==> config.mk <==
export PLATFORM = sky130hd
export DESIGN_NAME = rv_core
export DESIGN_NICKNAME = d
export VERILOG_FILES = /design/src/logic/rv_pkg.sv /design/src/logic/pc_unit.sv /design/src/logic/decode_unit.sv /design/src/logic/reg_file.sv /design/src/logic/execute_unit.sv /design/src/logic/hazard_unit.sv /design/src/logic/dmem_seq.sv /design/src/logic/rv_core.sv
export SDC_FILE = /design/constraint.sdc
export NUM_CORES = 2
export LEC_CHECK = 0
export BUFFER_PORTS_ARGS = -buffer_cell sky130_fd_sc_hd__buf_2
export CAP_MARGIN = 15
export CORE_MARGIN = 5
export CORE_UTILIZATION = 40
export CTS_CLUSTER_SIZE = 24
export DETAILED_ROUTE_END_ITERATION = 7
export GPL_TIMING_DRIVEN = 1
export PLACE_DENSITY = 0.59
export SLEW_MARGIN = 30
export SYNTH_ARGS = -nofsm -noshare
export SYNTH_HDL_FRONTEND = slang
export SYNTH_SLANG_ARGS = --single-unit
export TNS_END_PERCENT = 5
==> constraint.sdc <==
create_clock -name clk -period 13.9 [get_ports clk]
set_input_delay 1.39 -clock clk [delete_from_list [all_inputs] [get_ports clk]]
set_output_delay 1.39 -clock clk [all_outputs]
set_load 0.02 [all_outputs]
==> src/logic/rv_pkg.sv <==
// Shared types, opcode constants and state encodings for the four-stage RISC-V core
`default_nettype none

package rv_pkg;

	typedef logic [31:0] word_t;
	typedef logic [4:0]  reg_idx_t;
	typedef logic [31:0] instr_t;

	// major opcodes of the kept instructions
	localparam logic [6:0] op_rtype  = 7'b0110011;
	localparam logic [6:0] op_itype  = 7'b0010011;
	localparam logic [6:0] op_load   = 7'b0000011;
	localparam logic [6:0] op_store  = 7'b0100011;
	localparam logic [6:0] op_branch = 7'b1100011;
	localparam logic [6:0] op_jal    = 7'b1101111;

	typedef enum logic [2:0] {
		alu_add,
		alu_sub,
		alu_and,
		alu_or,
		alu_slt
	} alu_op_t;

	// operand source in execute
	typedef enum logic {
		fwd_none,
		fwd_mem
	} fwd_sel_t;

	typedef enum logic [1:0] {
		st_idle,
		st_req,
		st_release,
		st_done
	} dmem_state_t;

endpackage

`default_nettype wire

==> src/logic/pc_unit.sv <==
// Fetch address register of the core, stepped, held or redirected every cycle
`timescale 1ns/10ps
`default_nettype none

module pc_unit #(
	parameter int addr_w = 16,
	parameter logic [addr_w-1:0] reset_pc = '0
) (
	input  logic              clk,
	input  logic              rst_n,
	input  logic              hold,
	input  logic              redirect,
	input  logic [addr_w-1:0] target_pc,
	output logic [addr_w-1:0] pc
);

	// a redirect only counts once the stall ends and forwarded load data is valid
	always_ff @(posedge clk) begin
		if (!rst_n) begin
			pc <= reset_pc;
		end else if (!hold) begin
			if (redirect) begin
				pc <= target_pc;
			end else begin
				pc <= pc + addr_w'(4);
			end
		end
	end

endmodule

`default_nettype wire

==> src/logic/decode_unit.sv <==
// Instruction decoder: control signals, ALU operation and sign-extended immediate
`timescale 1ns/10ps
`default_nettype none

module decode_unit (
	input  rv_pkg::instr_t   instr,
	output rv_pkg::reg_idx_t rs1,
	output rv_pkg::reg_idx_t rs2,
	output rv_pkg::reg_idx_t rd,
	output rv_pkg::word_t    imm,
	output rv_pkg::alu_op_t  alu_op,
	output logic             alu_src_imm,
	output logic             reg_write,
	output logic             mem_read,
	output logic             mem_write,
	output logic             is_branch,
	output logic             branch_ne,
	output logic             is_jal
);
	import rv_pkg::*;

	logic [6:0] opcode;
	logic [2:0] funct3;
	word_t      imm_i;
	word_t      imm_s;
	word_t      imm_b;
	word_t      imm_j;

	// funct3 mapping shared by register and immediate forms
	function automatic alu_op_t arith_op(input logic [2:0] f3, input logic sub);
		case (f3)
			3'b000:  return sub ? alu_sub : alu_add;
			3'b010:  return alu_slt;
			3'b110:  return alu_or;
			3'b111:  return alu_and;
			default: return alu_add;
		endcase
	endfunction

	assign opcode = instr[6:0];
	assign funct3 = instr[14:12];
	assign rs1    = instr[19:15];
	assign rs2    = instr[24:20];
	assign rd     = instr[11:7];

	assign imm_i = {{20{instr[31]}}, instr[31:20]};
	assign imm_s = {{20{instr[31]}}, instr[31:25], instr[11:7]};
	assign imm_b = {{19{instr[31]}}, instr[31], instr[7], instr[30:25], instr[11:8], 1'b0};
	assign imm_j = {{11{instr[31]}}, instr[31], instr[19:12], instr[20], instr[30:21], 1'b0};

	always_comb begin
		imm         = '0;
		alu_op      = alu_add;
		alu_src_imm = 1'b0;
		reg_write   = 1'b0;
		mem_read    = 1'b0;
		mem_write   = 1'b0;
		is_branch   = 1'b0;
		branch_ne   = 1'b0;
		is_jal      = 1'b0;
		case (opcode)
			op_rtype: begin
				reg_write = 1'b1;
				alu_op    = arith_op(funct3, instr[30]);
			end
			op_itype: begin
				reg_write   = 1'b1;
				alu_src_imm = 1'b1;
				imm         = imm_i;
				alu_op      = arith_op(funct3, 1'b0);
			end
			op_load: begin
				reg_write   = 1'b1;
				mem_read    = 1'b1;
				alu_src_imm = 1'b1;
				imm         = imm_i;
			end
			op_store: begin
				mem_write   = 1'b1;
				alu_src_imm = 1'b1;
				imm         = imm_s;
			end
			op_branch: begin
				is_branch = 1'b1;
				branch_ne = funct3[0];
				imm       = imm_b;
				alu_op    = alu_sub;
			end
			op_jal: begin
				is_jal    = 1'b1;
				reg_write = 1'b1;
				imm       = imm_j;
			end
			// anything else stays a bubble
			default: ;
		endcase
	end

endmodule

`default_nettype wire

==> src/logic/reg_file.sv <==
// Integer register file with x0 tied to zero and write-first read bypass
`timescale 1ns/10ps
`default_nettype none

module reg_file (
	input  logic             clk,
	input  logic             rst_n,
	input  rv_pkg::reg_idx_t rs1,
	input  rv_pkg::reg_idx_t rs2,
	input  rv_pkg::reg_idx_t wr_idx,
	input  logic             wr_en,
	input  rv_pkg::word_t    wr_data,
	output rv_pkg::word_t    rs1_data,
	output rv_pkg::word_t    rs2_data
);
	import rv_pkg::*;

	word_t regs [32];

	always_ff @(posedge clk) begin
		if (!rst_n) begin
			for (int i = 0; i < 32; i++) begin
				regs[i] <= '0;
			end
		end else if (wr_en && wr_idx != '0) begin
			regs[wr_idx] <= wr_data;
		end
	end

	// same-cycle write is visible to decode
	assign rs1_data = (rs1 == '0) ? '0 : (wr_en && wr_idx == rs1) ? wr_data : regs[rs1];
	assign rs2_data = (rs2 == '0) ? '0 : (wr_en && wr_idx == rs2) ? wr_data : regs[rs2];

endmodule

`default_nettype wire

==> src/logic/execute_unit.sv <==
// Execute stage logic: operand forwarding, ALU, branch decision and redirect target
`timescale 1ns/10ps
`default_nettype none

module execute_unit #(
	parameter int addr_w = 16
) (
	input  logic [addr_w-1:0] pc,
	input  rv_pkg::word_t     rs1_data,
	input  rv_pkg::word_t     rs2_data,
	input  rv_pkg::word_t     imm,
	input  rv_pkg::word_t     mem_result,
	input  rv_pkg::fwd_sel_t  fwd_a,
	input  rv_pkg::fwd_sel_t  fwd_b,
	input  rv_pkg::alu_op_t   alu_op,
	input  logic              alu_src_imm,
	input  logic              is_branch,
	input  logic              branch_ne,
	input  logic              is_jal,
	output rv_pkg::word_t     alu_result,
	output rv_pkg::word_t     store_data,
	output logic              redirect,
	output logic [addr_w-1:0] target_pc
);
	import rv_pkg::*;

	word_t src_a;
	word_t src_b_reg;
	word_t src_b;
	word_t alu_out;
	logic  equal;

	// forwarding first, then the immediate select
	assign src_a      = (fwd_a == fwd_mem) ? mem_result : rs1_data;
	assign src_b_reg  = (fwd_b == fwd_mem) ? mem_result : rs2_data;
	assign src_b      = alu_src_imm ? imm : src_b_reg;
	assign store_data = src_b_reg;

	always_comb begin
		case (alu_op)
			alu_add: alu_out = src_a + src_b;
			alu_sub: alu_out = src_a - src_b;
			alu_and: alu_out = src_a & src_b;
			alu_or:  alu_out = src_a | src_b;
			alu_slt: alu_out = word_t'($signed(src_a) < $signed(src_b));
			default: alu_out = '0;
		endcase
	end

	// jal links pc + 4
	assign alu_result = is_jal ? word_t'(pc) + 32'd4 : alu_out;

	assign equal     = (src_a == src_b_reg);
	assign redirect  = is_jal | (is_branch & (equal ^ branch_ne));
	assign target_pc = pc + imm[addr_w-1:0];

endmodule

`default_nettype wire

==> src/logic/hazard_unit.sv <==
// Hazard control: forwarding selects into execute and flush on a taken redirect
`timescale 1ns/10ps
`default_nettype none

module hazard_unit (
	input  rv_pkg::reg_idx_t ex_rs1,
	input  rv_pkg::reg_idx_t ex_rs2,
	input  rv_pkg::reg_idx_t mem_rd,
	input  logic             mem_reg_write,
	input  logic             redirect,
	output rv_pkg::fwd_sel_t fwd_a,
	output rv_pkg::fwd_sel_t fwd_b,
	output logic             flush
);
	import rv_pkg::*;

	logic mem_live;

	// only the memory stage can be ahead of execute with a pending write
	assign mem_live = mem_reg_write && (mem_rd != '0);

	assign fwd_a = (mem_live && mem_rd == ex_rs1) ? fwd_mem : fwd_none;
	assign fwd_b = (mem_live && mem_rd == ex_rs2) ? fwd_mem : fwd_none;

	// squash fetch and decode behind a taken branch or jal
	assign flush = redirect;

endmodule

`default_nettype wire

==> src/logic/dmem_seq.sv <==
// Data memory sequencer: runs one four-phase req/ack access per lw or sw
`timescale 1ns/10ps
`default_nettype none

module dmem_seq #(
	parameter int addr_w = 16
) (
	input  logic              clk,
	input  logic              rst_n,
	input  logic              mem_read,
	input  logic              mem_write,
	input  logic [addr_w-1:0] addr,
	input  rv_pkg::word_t     wdata,
	input  logic              dmem_ack,
	input  rv_pkg::word_t     dmem_rdata,
	output logic              dmem_req,
	output logic              dmem_we,
	output logic [addr_w-3:0] dmem_addr,
	output rv_pkg::word_t     dmem_wdata,
	output rv_pkg::word_t     load_data,
	output logic              mem_busy
);
	import rv_pkg::*;

	dmem_state_t state;
	dmem_state_t state_next;
	logic        mem_op;

	assign mem_op = mem_read | mem_write;

	always_comb begin
		state_next = state;
		case (state)
			st_idle:    if (mem_op) state_next = st_req;
			st_req:     if (dmem_ack) state_next = st_release;
			st_release: if (!dmem_ack) state_next = st_done;
			st_done:    state_next = st_idle;
			default:    state_next = st_idle;
		endcase
	end

	always_ff @(posedge clk) begin
		if (!rst_n) begin
			state    <= st_idle;
			dmem_req <= 1'b0;
		end else begin
			state    <= state_next;
			dmem_req <= (state_next == st_req);
		end
	end

	// read data is valid while ack is high
	always_ff @(posedge clk) begin
		if (state == st_req && dmem_ack) begin
			load_data <= dmem_rdata;
		end
	end

	// request fields come straight from the held EX/MEM register
	assign dmem_we    = mem_write;
	assign dmem_addr  = addr[addr_w-1:2];
	assign dmem_wdata = wdata;

	assign mem_busy = mem_op && (state != st_done);

endmodule

`default_nettype wire

==> src/logic/rv_core.sv <==
// Top level of the four-stage core: pipeline registers, write-back and unit instances
`timescale 1ns/10ps
`default_nettype none

module rv_core #(
	parameter int addr_w = 16,
	parameter logic [addr_w-1:0] reset_pc = '0
) (
	input  logic              clk,
	input  logic              rst_n,
	output logic [addr_w-1:0] imem_addr,
	input  rv_pkg::instr_t    imem_data,
	output logic              dmem_req,
	output logic              dmem_we,
	output logic [addr_w-3:0] dmem_addr,
	output rv_pkg::word_t     dmem_wdata,
	input  rv_pkg::word_t     dmem_rdata,
	input  logic              dmem_ack
);
	import rv_pkg::*;

	logic [addr_w-1:0] pc;
	logic [addr_w-1:0] target_pc;
	logic              redirect;
	logic              flush;
	logic              mem_busy;

	// IF/ID
	instr_t            if_id_instr;
	logic [addr_w-1:0] if_id_pc;

	// decode outputs
	reg_idx_t id_rs1, id_rs2, id_rd;
	word_t    id_imm, id_rs1_data, id_rs2_data;
	alu_op_t  id_alu_op;
	logic     id_alu_src_imm, id_reg_write, id_mem_read, id_mem_write;
	logic     id_is_branch, id_branch_ne, id_is_jal;

	// ID/EX
	logic [addr_w-1:0] id_ex_pc;
	reg_idx_t          id_ex_rs1, id_ex_rs2, id_ex_rd;
	word_t             id_ex_imm, id_ex_rs1_data, id_ex_rs2_data;
	alu_op_t           id_ex_alu_op;
	logic              id_ex_alu_src_imm, id_ex_branch_ne;
	logic              id_ex_reg_write, id_ex_mem_read, id_ex_mem_write;
	logic              id_ex_is_branch, id_ex_is_jal;

	// execute outputs
	word_t    ex_alu_result, ex_store_data;
	fwd_sel_t fwd_a, fwd_b;

	// EX/MEM, which is also write-back
	reg_idx_t ex_mem_rd;
	word_t    ex_mem_alu_result, ex_mem_store_data;
	logic     ex_mem_reg_write, ex_mem_mem_read, ex_mem_mem_write;
	word_t    load_data, wb_data;

	assign imem_addr = pc;

	// ------------------------------------------------------------------
	// pipeline registers, held as a whole while a data access runs
	// ------------------------------------------------------------------
	always_ff @(posedge clk) begin
		if (!rst_n) begin
			if_id_instr     <= '0;
			id_ex_reg_write <= 1'b0;
			id_ex_mem_read  <= 1'b0;
			id_ex_mem_write <= 1'b0;
			id_ex_is_branch <= 1'b0;
			id_ex_is_jal    <= 1'b0;
		end else if (!mem_busy) begin
			if_id_instr     <= flush ? '0 : imem_data;
			id_ex_reg_write <= id_reg_write & ~flush;
			id_ex_mem_read  <= id_mem_read & ~flush;
			id_ex_mem_write <= id_mem_write & ~flush;
			id_ex_is_branch <= id_is_branch & ~flush;
			id_ex_is_jal    <= id_is_jal & ~flush;
		end
	end

	always_ff @(posedge clk) begin
		if (!mem_busy) begin
			if_id_pc          <= pc;
			id_ex_pc          <= if_id_pc;
			id_ex_rs1         <= id_rs1;
			id_ex_rs2         <= id_rs2;
			id_ex_rd          <= id_rd;
			id_ex_imm         <= id_imm;
			id_ex_rs1_data    <= id_rs1_data;
			id_ex_rs2_data    <= id_rs2_data;
			id_ex_alu_op      <= id_alu_op;
			id_ex_alu_src_imm <= id_alu_src_imm;
			id_ex_branch_ne   <= id_branch_ne;
			ex_mem_rd         <= id_ex_rd;
			ex_mem_alu_result <= ex_alu_result;
			ex_mem_store_data <= ex_store_data;
		end
	end

	always_ff @(posedge clk) begin
		if (!rst_n) begin
			ex_mem_reg_write <= 1'b0;
			ex_mem_mem_read  <= 1'b0;
			ex_mem_mem_write <= 1'b0;
		end else if (!mem_busy) begin
			ex_mem_reg_write <= id_ex_reg_write;
			ex_mem_mem_read  <= id_ex_mem_read;
			ex_mem_mem_write <= id_ex_mem_write;
		end
	end

	// write-back, also the single forwarding source
	assign wb_data = ex_mem_mem_read ? load_data : ex_mem_alu_result;

	// ------------------------------------------------------------------
	// units
	// ------------------------------------------------------------------
	pc_unit #(.addr_w(addr_w), .reset_pc(reset_pc)) i_pc_unit (
		.clk(clk), .rst_n(rst_n), .hold(mem_busy), .redirect(redirect),
		.target_pc(target_pc), .pc(pc)
	);

	decode_unit i_decode_unit (
		.instr(if_id_instr), .rs1(id_rs1), .rs2(id_rs2), .rd(id_rd), .imm(id_imm),
		.alu_op(id_alu_op), .alu_src_imm(id_alu_src_imm), .reg_write(id_reg_write),
		.mem_read(id_mem_read), .mem_write(id_mem_write), .is_branch(id_is_branch),
		.branch_ne(id_branch_ne), .is_jal(id_is_jal)
	);

	reg_file i_reg_file (
		.clk(clk), .rst_n(rst_n), .rs1(id_rs1), .rs2(id_rs2), .wr_idx(ex_mem_rd),
		.wr_en(ex_mem_reg_write & ~mem_busy), .wr_data(wb_data),
		.rs1_data(id_rs1_data), .rs2_data(id_rs2_data)
	);

	execute_unit #(.addr_w(addr_w)) i_execute_unit (
		.pc(id_ex_pc), .rs1_data(id_ex_rs1_data), .rs2_data(id_ex_rs2_data),
		.imm(id_ex_imm), .mem_result(wb_data), .fwd_a(fwd_a), .fwd_b(fwd_b),
		.alu_op(id_ex_alu_op), .alu_src_imm(id_ex_alu_src_imm),
		.is_branch(id_ex_is_branch), .branch_ne(id_ex_branch_ne), .is_jal(id_ex_is_jal),
		.alu_result(ex_alu_result), .store_data(ex_store_data),
		.redirect(redirect), .target_pc(target_pc)
	);

	hazard_unit i_hazard_unit (
		.ex_rs1(id_ex_rs1), .ex_rs2(id_ex_rs2), .mem_rd(ex_mem_rd),
		.mem_reg_write(ex_mem_reg_write), .redirect(redirect),
		.fwd_a(fwd_a), .fwd_b(fwd_b), .flush(flush)
	);

	dmem_seq #(.addr_w(addr_w)) i_dmem_seq (
		.clk(clk), .rst_n(rst_n), .mem_read(ex_mem_mem_read), .mem_write(ex_mem_mem_write),
		.addr(ex_mem_alu_result[addr_w-1:0]), .wdata(ex_mem_store_data),
		.dmem_ack(dmem_ack), .dmem_rdata(dmem_rdata), .dmem_req(dmem_req),
		.dmem_we(dmem_we), .dmem_addr(dmem_addr), .dmem_wdata(dmem_wdata),
		.load_data(load_data), .mem_busy(mem_busy)
	);

endmodule

`default_nettype wire

# == Word-level counts from Yosys, hierarchy flattened ==
# Memories as Yosys holds them, arrays and structs flattened. A register that Yosys moved wholly into a read port is not among the register bits.
# Index checks and enable logic that the tools add are counted.
# totals
register_bits,308
ram_bits,1024
input_bits,67
output_inout_bits,64
word_cells,127
n_memories,1
# op_classes
n_addsub,5
magnitude_cmp,1
eq_ne,23
muxes,38
bitwise_logic,14
n_reduce_logical,18
# mem_list
memory,words,word_bits,read_ports,rd_clocked_by_memory_dff,wr,line_no,source
i_reg_file.regs,32,32,2,2,32,reg_file.sv:18,word_t regs [32];
# op_table
operator,n
32-bit 2-to-1 mux,9
32-bit case mux with 5 select lines,1
32-bit case mux with 4 select lines,1
32-bit adder,1
32-bit AND,1
32-bit equality test,1
32-bit < comparator,1
32-bit OR,1
32-bit OR reduction,1
32-bit subtractor,1
5-bit 2-to-1 mux,5
5-bit equality test,4
3-bit case mux with 3 select lines,2
"16-bit by 3-bit adder with 17-bit output, second input constant",1
16-bit adder,1
"16-bit by 3-bit adder with 16-bit output, second input constant",1
16-bit 2-to-1 mux,1
"7-bit by 6-bit equality test with 1-bit output, second input constant",2
"7-bit equality test, second input constant",2
1-bit 2-to-1 mux,14
3-bit case mux with 4 select lines,1
5-bit zero test,2
"3-bit by 2-bit equality test with 1-bit output, second input constant",3
"3-bit equality test, second input constant",3
other kinds (19),39

# == Logic depth before layout (Yosys ltp) ==
# depth
word_depth,12
mapped_depth,22
ltp_nobuf,18

# == By module ==
# From an unflattened synthesis, not the netlist that was laid out.
# unflattened
cells_unflattened,5611
hier_area_um2,74226.2
# by_module_without_submodules
module,n_inst,cells_per_inst,area_each_um2,seq_area_each_um2
reg_file,1,3832,55142.9,30749.5
rv_core,1,399,8421.8,7317.0
execute_unit,1,1054,7387.1,0.0
dmem_seq,1,94,1458.9,1021.0
pc_unit,1,122,1047.3,320.3
decode_unit,1,93,636.9,0.0
hazard_unit,1,17,131.4,0.0

# == Worst setup path after synthesis ==
# Ideal clock, no wire load.
# synth_path
path_type,register to register
startpoint,register ex_mem_mem_read
endpoint,register i_pc_unit.pc[12]
setup_time_ns,0.091
arrival_time_ns,7.975
t_required_ns,13.809
setup_slack_ns,5.834
path_stages_with_launch,10
path_buffers,4
period_less_slack_ns,8.066
path_cell_list,dfxtp_1 > buf_2 > buf_1 > nor2_1 > a21oi_1 > inv_1 > clkbuf_1 > clkbuf_1 > a22oi_1 > nor2_1
# synth_via
elab_chain_len,7
word_cells_on_any_way,10
cone_classes,eq/ne: 1; mux: 4; bitwise: 4; reduce/logical: 1
# synth_lines
element,line_no,source
from (decl),rv_core.sv:55,"logic ex_mem_reg_write, ex_mem_mem_read, ex_mem_mem_write;"
from (signal assigned),rv_core.sv:107,ex_mem_mem_read <= id_ex_mem_read;
32-bit 2-to-1 mux,rv_core.sv:113,assign wb_data = ex_mem_mem_read ? load_data : ex_mem_alu_result;
32-bit 2-to-1 mux (on tied branches),"execute_unit.sv:34, execute_unit.sv:35",
32-bit equality test,execute_unit.sv:53,assign equal = (src_a == src_b_reg);
1-bit XOR,execute_unit.sv:54,assign redirect = is_jal | (is_branch & (equal ^ branch_ne));
1-bit AND,execute_unit.sv:54,
1-bit OR,execute_unit.sv:54,
16-bit 2-to-1 mux,pc_unit.sv:22,if (redirect) begin
to (signal assigned),pc_unit.sv:20,pc <= reset_pc;
to (signal assigned),pc_unit.sv:23,pc <= target_pc;
to (signal assigned),pc_unit.sv:25,pc <= pc + addr_w'(4);
to (decl),pc_unit.sv:14,output logic [addr_w-1:0] pc
# Parallel ways exist; a longest one is shown, timed or not.
# A chain may end at the register's enable or synchronous reset.

# == Worst setup path in the final report ==
# layout_path
startpoint,register ex_mem_rd[0]
endpoint,register ex_mem_alu_result[25] (data pin)
# layout_via
elab_chain_len,9
word_cells_on_any_way,17
cone_classes,add/sub: 2; eq/ne: 2; mux: 7; bitwise: 2; reduce/logical: 4
# layout_lines
element,line_no,source
from (decl),rv_core.sv:53,reg_idx_t ex_mem_rd;
from (signal assigned),rv_core.sv:94,ex_mem_rd <= id_ex_rd;
5-bit nonzero test,hazard_unit.sv:20,assign mem_live = mem_reg_write && (mem_rd != '0);
1-bit logical AND,hazard_unit.sv:20,
1-bit logical AND,hazard_unit.sv:23,assign fwd_b = (mem_live && mem_rd == ex_rs2) ? fwd_mem : fwd_none;
1-bit 2-to-1 mux,hazard_unit.sv:23,
32-bit 2-to-1 mux,execute_unit.sv:35,assign src_b_reg = (fwd_b == fwd_mem) ? mem_result : rs2_data;
32-bit 2-to-1 mux,execute_unit.sv:36,assign src_b = alu_src_imm ? imm : src_b_reg;
"32-bit subtractor, or another cell as far along",execute_unit.sv:42,alu_sub: alu_out = src_a - src_b;
32-bit case mux with 5 select lines (*),execute_unit.sv:40,case (alu_op)
32-bit 2-to-1 mux (*),execute_unit.sv:51,assign alu_result = is_jal ? word_t'(pc) + 32'd4 : alu_out;
to (signal assigned),rv_core.sv:95,ex_mem_alu_result <= ex_alu_result;
to (decl),rv_core.sv:54,"word_t ex_mem_alu_result, ex_mem_store_data;"
# Mark *: on every way between the ends. The rest lies on a longest branch, timed or not.

==> qor.txt <==
number of global-route vias before repair -> 47.00k
# rows -> 154
Die Span Y -> 430.1 um
area grow syn2layout -> 11.83%
total CTS buffers -> 149
post-route insts no fill -> 7640
pwr dens -> 141.6 nW/um2
setup slack, reg-to-reg -> 7360 ps
critical path launch point type -> flop
slowest stage cell, crit path -> a311oi_1
reported max-cap violation count -> 0
Period minus WS final -> 6542 ps
Combinational Power Share -> 0.220
Tightest Hold Check Type -> flop to flop
DRC viols -> 0
CP Max Fanout -> 55
H-tree depth -> 4
WL final -> 242.5 mm
Sw Ratio -> 0.3191
proportion of layout cells with a drive suffix above 1 -> 0.2497
Worst Setup SP -> ex_mem_rd[0]
WHS -> 415.3 ps
starting density of the core -> 0.4013
CP endpoint kind -> flop
Die X -> 430.1 um
setup skew after layout -> 46.62 ps
drt first pass iters -> 8
worst vdd ir -> 0.1347 mV
unrepaired setup endpoints after global routing -> false
warning count from the yosys run -> 0
Routed WL per cell -> 31.74 um
Placer Congestion -> 0.9061
Pwr Total -> 11180 uW
RR Startpoint -> ex_mem_rd[0]
# hold bufs at CTS -> 0
synthesized instance count -> 5211
Setup TNS -> 0 ps
Final ANT Viol Nets -> 0
Sink Count -> 1331
Cells after DPL -> 7363
pre-CTS setup slack -> 7538 ps
first-pass GRT wire length -> 342.4 mm
CP peak stage delay -> 770 ps
cts repair resizes -> 0
hpwl dp -> 146.2 mm
Post-synth top flop -> edfxtp_1
largest net degree at the start of global routing -> 173
commonest non-fill, non-tap cell in the layout -> edfxtp_1
fmax -> 152.8 MHz
CTS Buffer Depth -> 3
total number of vias -> 47.83k
most frequent cells in the layout -> 1262 x edfxtp_1, 1245 x nor2_1, 640 x mux4_2
Global Route Usage Sum -> 0.2565
# port buffers -> 130
delay-heaviest family, CP -> compound AO/OA/AOI/OAI gates
Layout Nets -> 5357
final worst slack -> 7358 ps
CTS root buf -> clkbuf_16
FF+latch count, synth -> 1331
distinct cell type count after synthesis -> 68
I/O pins -> 131
Post-synth EDFFs -> 1262
Clk pwr share -> 0.346
WP data required -> 14390 ps
Die ar. -> 185000 um2
hold_sp -> if_id_pc[1]
share of synthesized registers carrying an async set or reset -> 0
Leak -> 0.02831 uW
vias per std cell -> 6.260
synthesized cell area -> 70600 um2
Slew headroom -> 0.3189
cell chain of the critical path -> nor2_1 > a211oi_4 > buf_4 > and3_1 > or2_2 > o21ai_0 > inv_1 > ha_1 > o21bai_1 > a221oi_1 > o31ai_1 > a311oi_1 > buf_4 > o2111ai_1 > a311oi_1 > o21bai_1 > a21oi_1 > xor2_1 > a221oi_1 > nor2_1
final setup violation count -> 0
Mapped Avg Cell Area -> 13.55 um2
sequential-to-total area share from yosys stat -> 0.5563
Flop pwr share -> 0.434
final worst path period share -> 0.4707
initial antenna violation count -> 13
Setup Fix Bufs, Post-CTS -> 0
final hold vios -> 0
Buf+Inv Stages, Crit Path -> 3
critical path class -> flop to flop
clk_lat worst skew -> 800 ps
CTS tree -> built
Int Pwr -> 7614 uW
outcome -> completed
switching power -> 3568 uW
Max Slew Vio Count -> 0
1st-iter DRT viols -> 6287
Remaining Overflow, GRT -> 0
core area -> 175900 um2
Worst Path Arrival -> 7030 ps
worst-margin pin slew -> 1022 ps
Reg clk slew, reported paths -> 60 ps
==> logic make-up after synthesis <==
logic type | count (synthesis) | share of synthesized area
simple gates | 1723 | 0.1009
mux | 754 | 0.2215
flops | 1331 | 0.5563
other cells | 1 | 0.00005311
fa+ha+maj | 116 | 0.02088
xor+xnor | 78 | 0.009676
compound gates | 594 | 0.05657
buf+inv | 614 | 0.03417
==> through the flow <==
stage / cell area (um2) / utilization
5_1_grt: 78940 / 0.4487
3_5_place_dp: 74190 / 0.4217
2_1_floorplan: 70720 / -
4_1_cts: 78940 / 0.4487
6_report: 78960 / 0.4488
3_3_place_gp: 74140 / 0.4215
==> sequential cells by signal, indices dropped and copies added, names as in the netlist, 2 cells and up, named ones only <==
| signal | count |
|---|---|
| if_id_pc | 16 |
| id_ex_pc | 16 |
| id_ex_rs1_data | 32 |
| id_ex_rd | 5 |
| i_dmem_seq.load_data | 32 |
| id_ex_alu_op | 3 |
| id_ex_rs2 | 5 |
| i_reg_file.regs | 1024 |
| id_ex_rs1 | 5 |
| id_ex_rs2_data | 32 |
| i_pc_unit.pc | 16 |
| i_dmem_seq.state | 2 |
| ex_mem_store_data | 32 |
| id_ex_imm | 21 |
| ex_mem_rd | 5 |
| if_id_instr | 32 |
| ex_mem_alu_result | 32 |
==> power by group through the flow <==
stage / Sequential (uW) / Clock (uW) / Combinational, uW
final: 4850 / 3870 / 2460
after global routing: 4870 / 4080 / 2570
after CTS: 4850 / 3910 / 2420
after detailed placement: 4930 / 0 / 2410
after global placement: 4920 / 0 / 2390
after floorplan: 4810 / 0 / 1510
==> Yosys cell counts, types with 7 or more instances <==
cell | number | area [um2]
edfxtp_1 | 1262 | 37900
nor2_1 | 1249 | 4688
mux4_2 | 640 | 14410
clkbuf_1 | 385 | 1445
nand2_1 | 181 | 679.4
a21oi_1 | 161 | 805.8
inv_1 | 130 | 488.0
ha_1 | 113 | 1414
o21ai_0 | 107 | 535.5
a211oi_1 | 72 | 540.5
dfxtp_1 | 69 | 1381
mux2_2 | 64 | 720.7
buf_1 | 60 | 225.2
nand3_1 | 55 | 275.3
a21o_1 | 51 | 382.9
mux2i_1 | 50 | 500.5
and3_1 | 48 | 300.3
nor3_1 | 48 | 240.2
xnor2_1 | 48 | 420.4
xor2_1 | 30 | 262.8
o221ai_1 | 27 | 236.5
or2_2 | 27 | 168.9
buf_4 | 24 | 180.2
a221oi_1 | 23 | 201.4
a2111o_1 | 22 | 247.7
nand2b_1 | 21 | 131.4
o21bai_1 | 19 | 142.6
nor2b_1 | 18 | 112.6
nand4_1 | 17 | 106.4
o22ai_1 | 17 | 106.4
and2_1 | 16 | 100.1
a22oi_1 | 14 | 105.1
buf_2 | 14 | 70.07
o211ai_1 | 11 | 82.58
o21a_1 | 11 | 82.58
or3_1 | 11 | 68.82
a31oi_1 | 9 | 56.30
or4_1 | 8 | 60.06
nor4_1 | 7 | 43.79
==> metal layers <==
metal | up-vias | GRT usage | routed length, um
met2 | 2803 | 0.4093 | 114000
met5 | - | 0 | 36
li1 | 19720 | - | -
met3 | 597 | 0.05597 | 25580
met1 | 24700 | 0.3434 | 91730
met4 | 6 | 0.1023 | 11110
==> path summary, 6_finish.rpt <==
| path | to | cells past startpoint |
|---|---|---|
| setup / recovery | ex_mem_alu_result[25] | 20 |
| hold / removal | id_ex_pc[1] | 0 |
| setup reg to reg | ex_mem_alu_result[25] | 20 |
| hold reg to reg | id_ex_pc[1] | 0 |
==> area by class of cell <==
| type | instances | area (um2) |
|---|---|---|
| inverter | 131 | 501.7 |
| antenna | 5 | 12.51 |
| tap | 2340 | 2928 |
| clock inverter | 77 | 689.4 |
| fill | 15540 | 96970 |
| multi-input combinational | 3297 | 29720 |
| timing repair buffer | 264 | 1737 |
| clock buffer | 195 | 4056 |
| sequential | 1331 | 39310 |
Power figures use the tool's default switching activity.
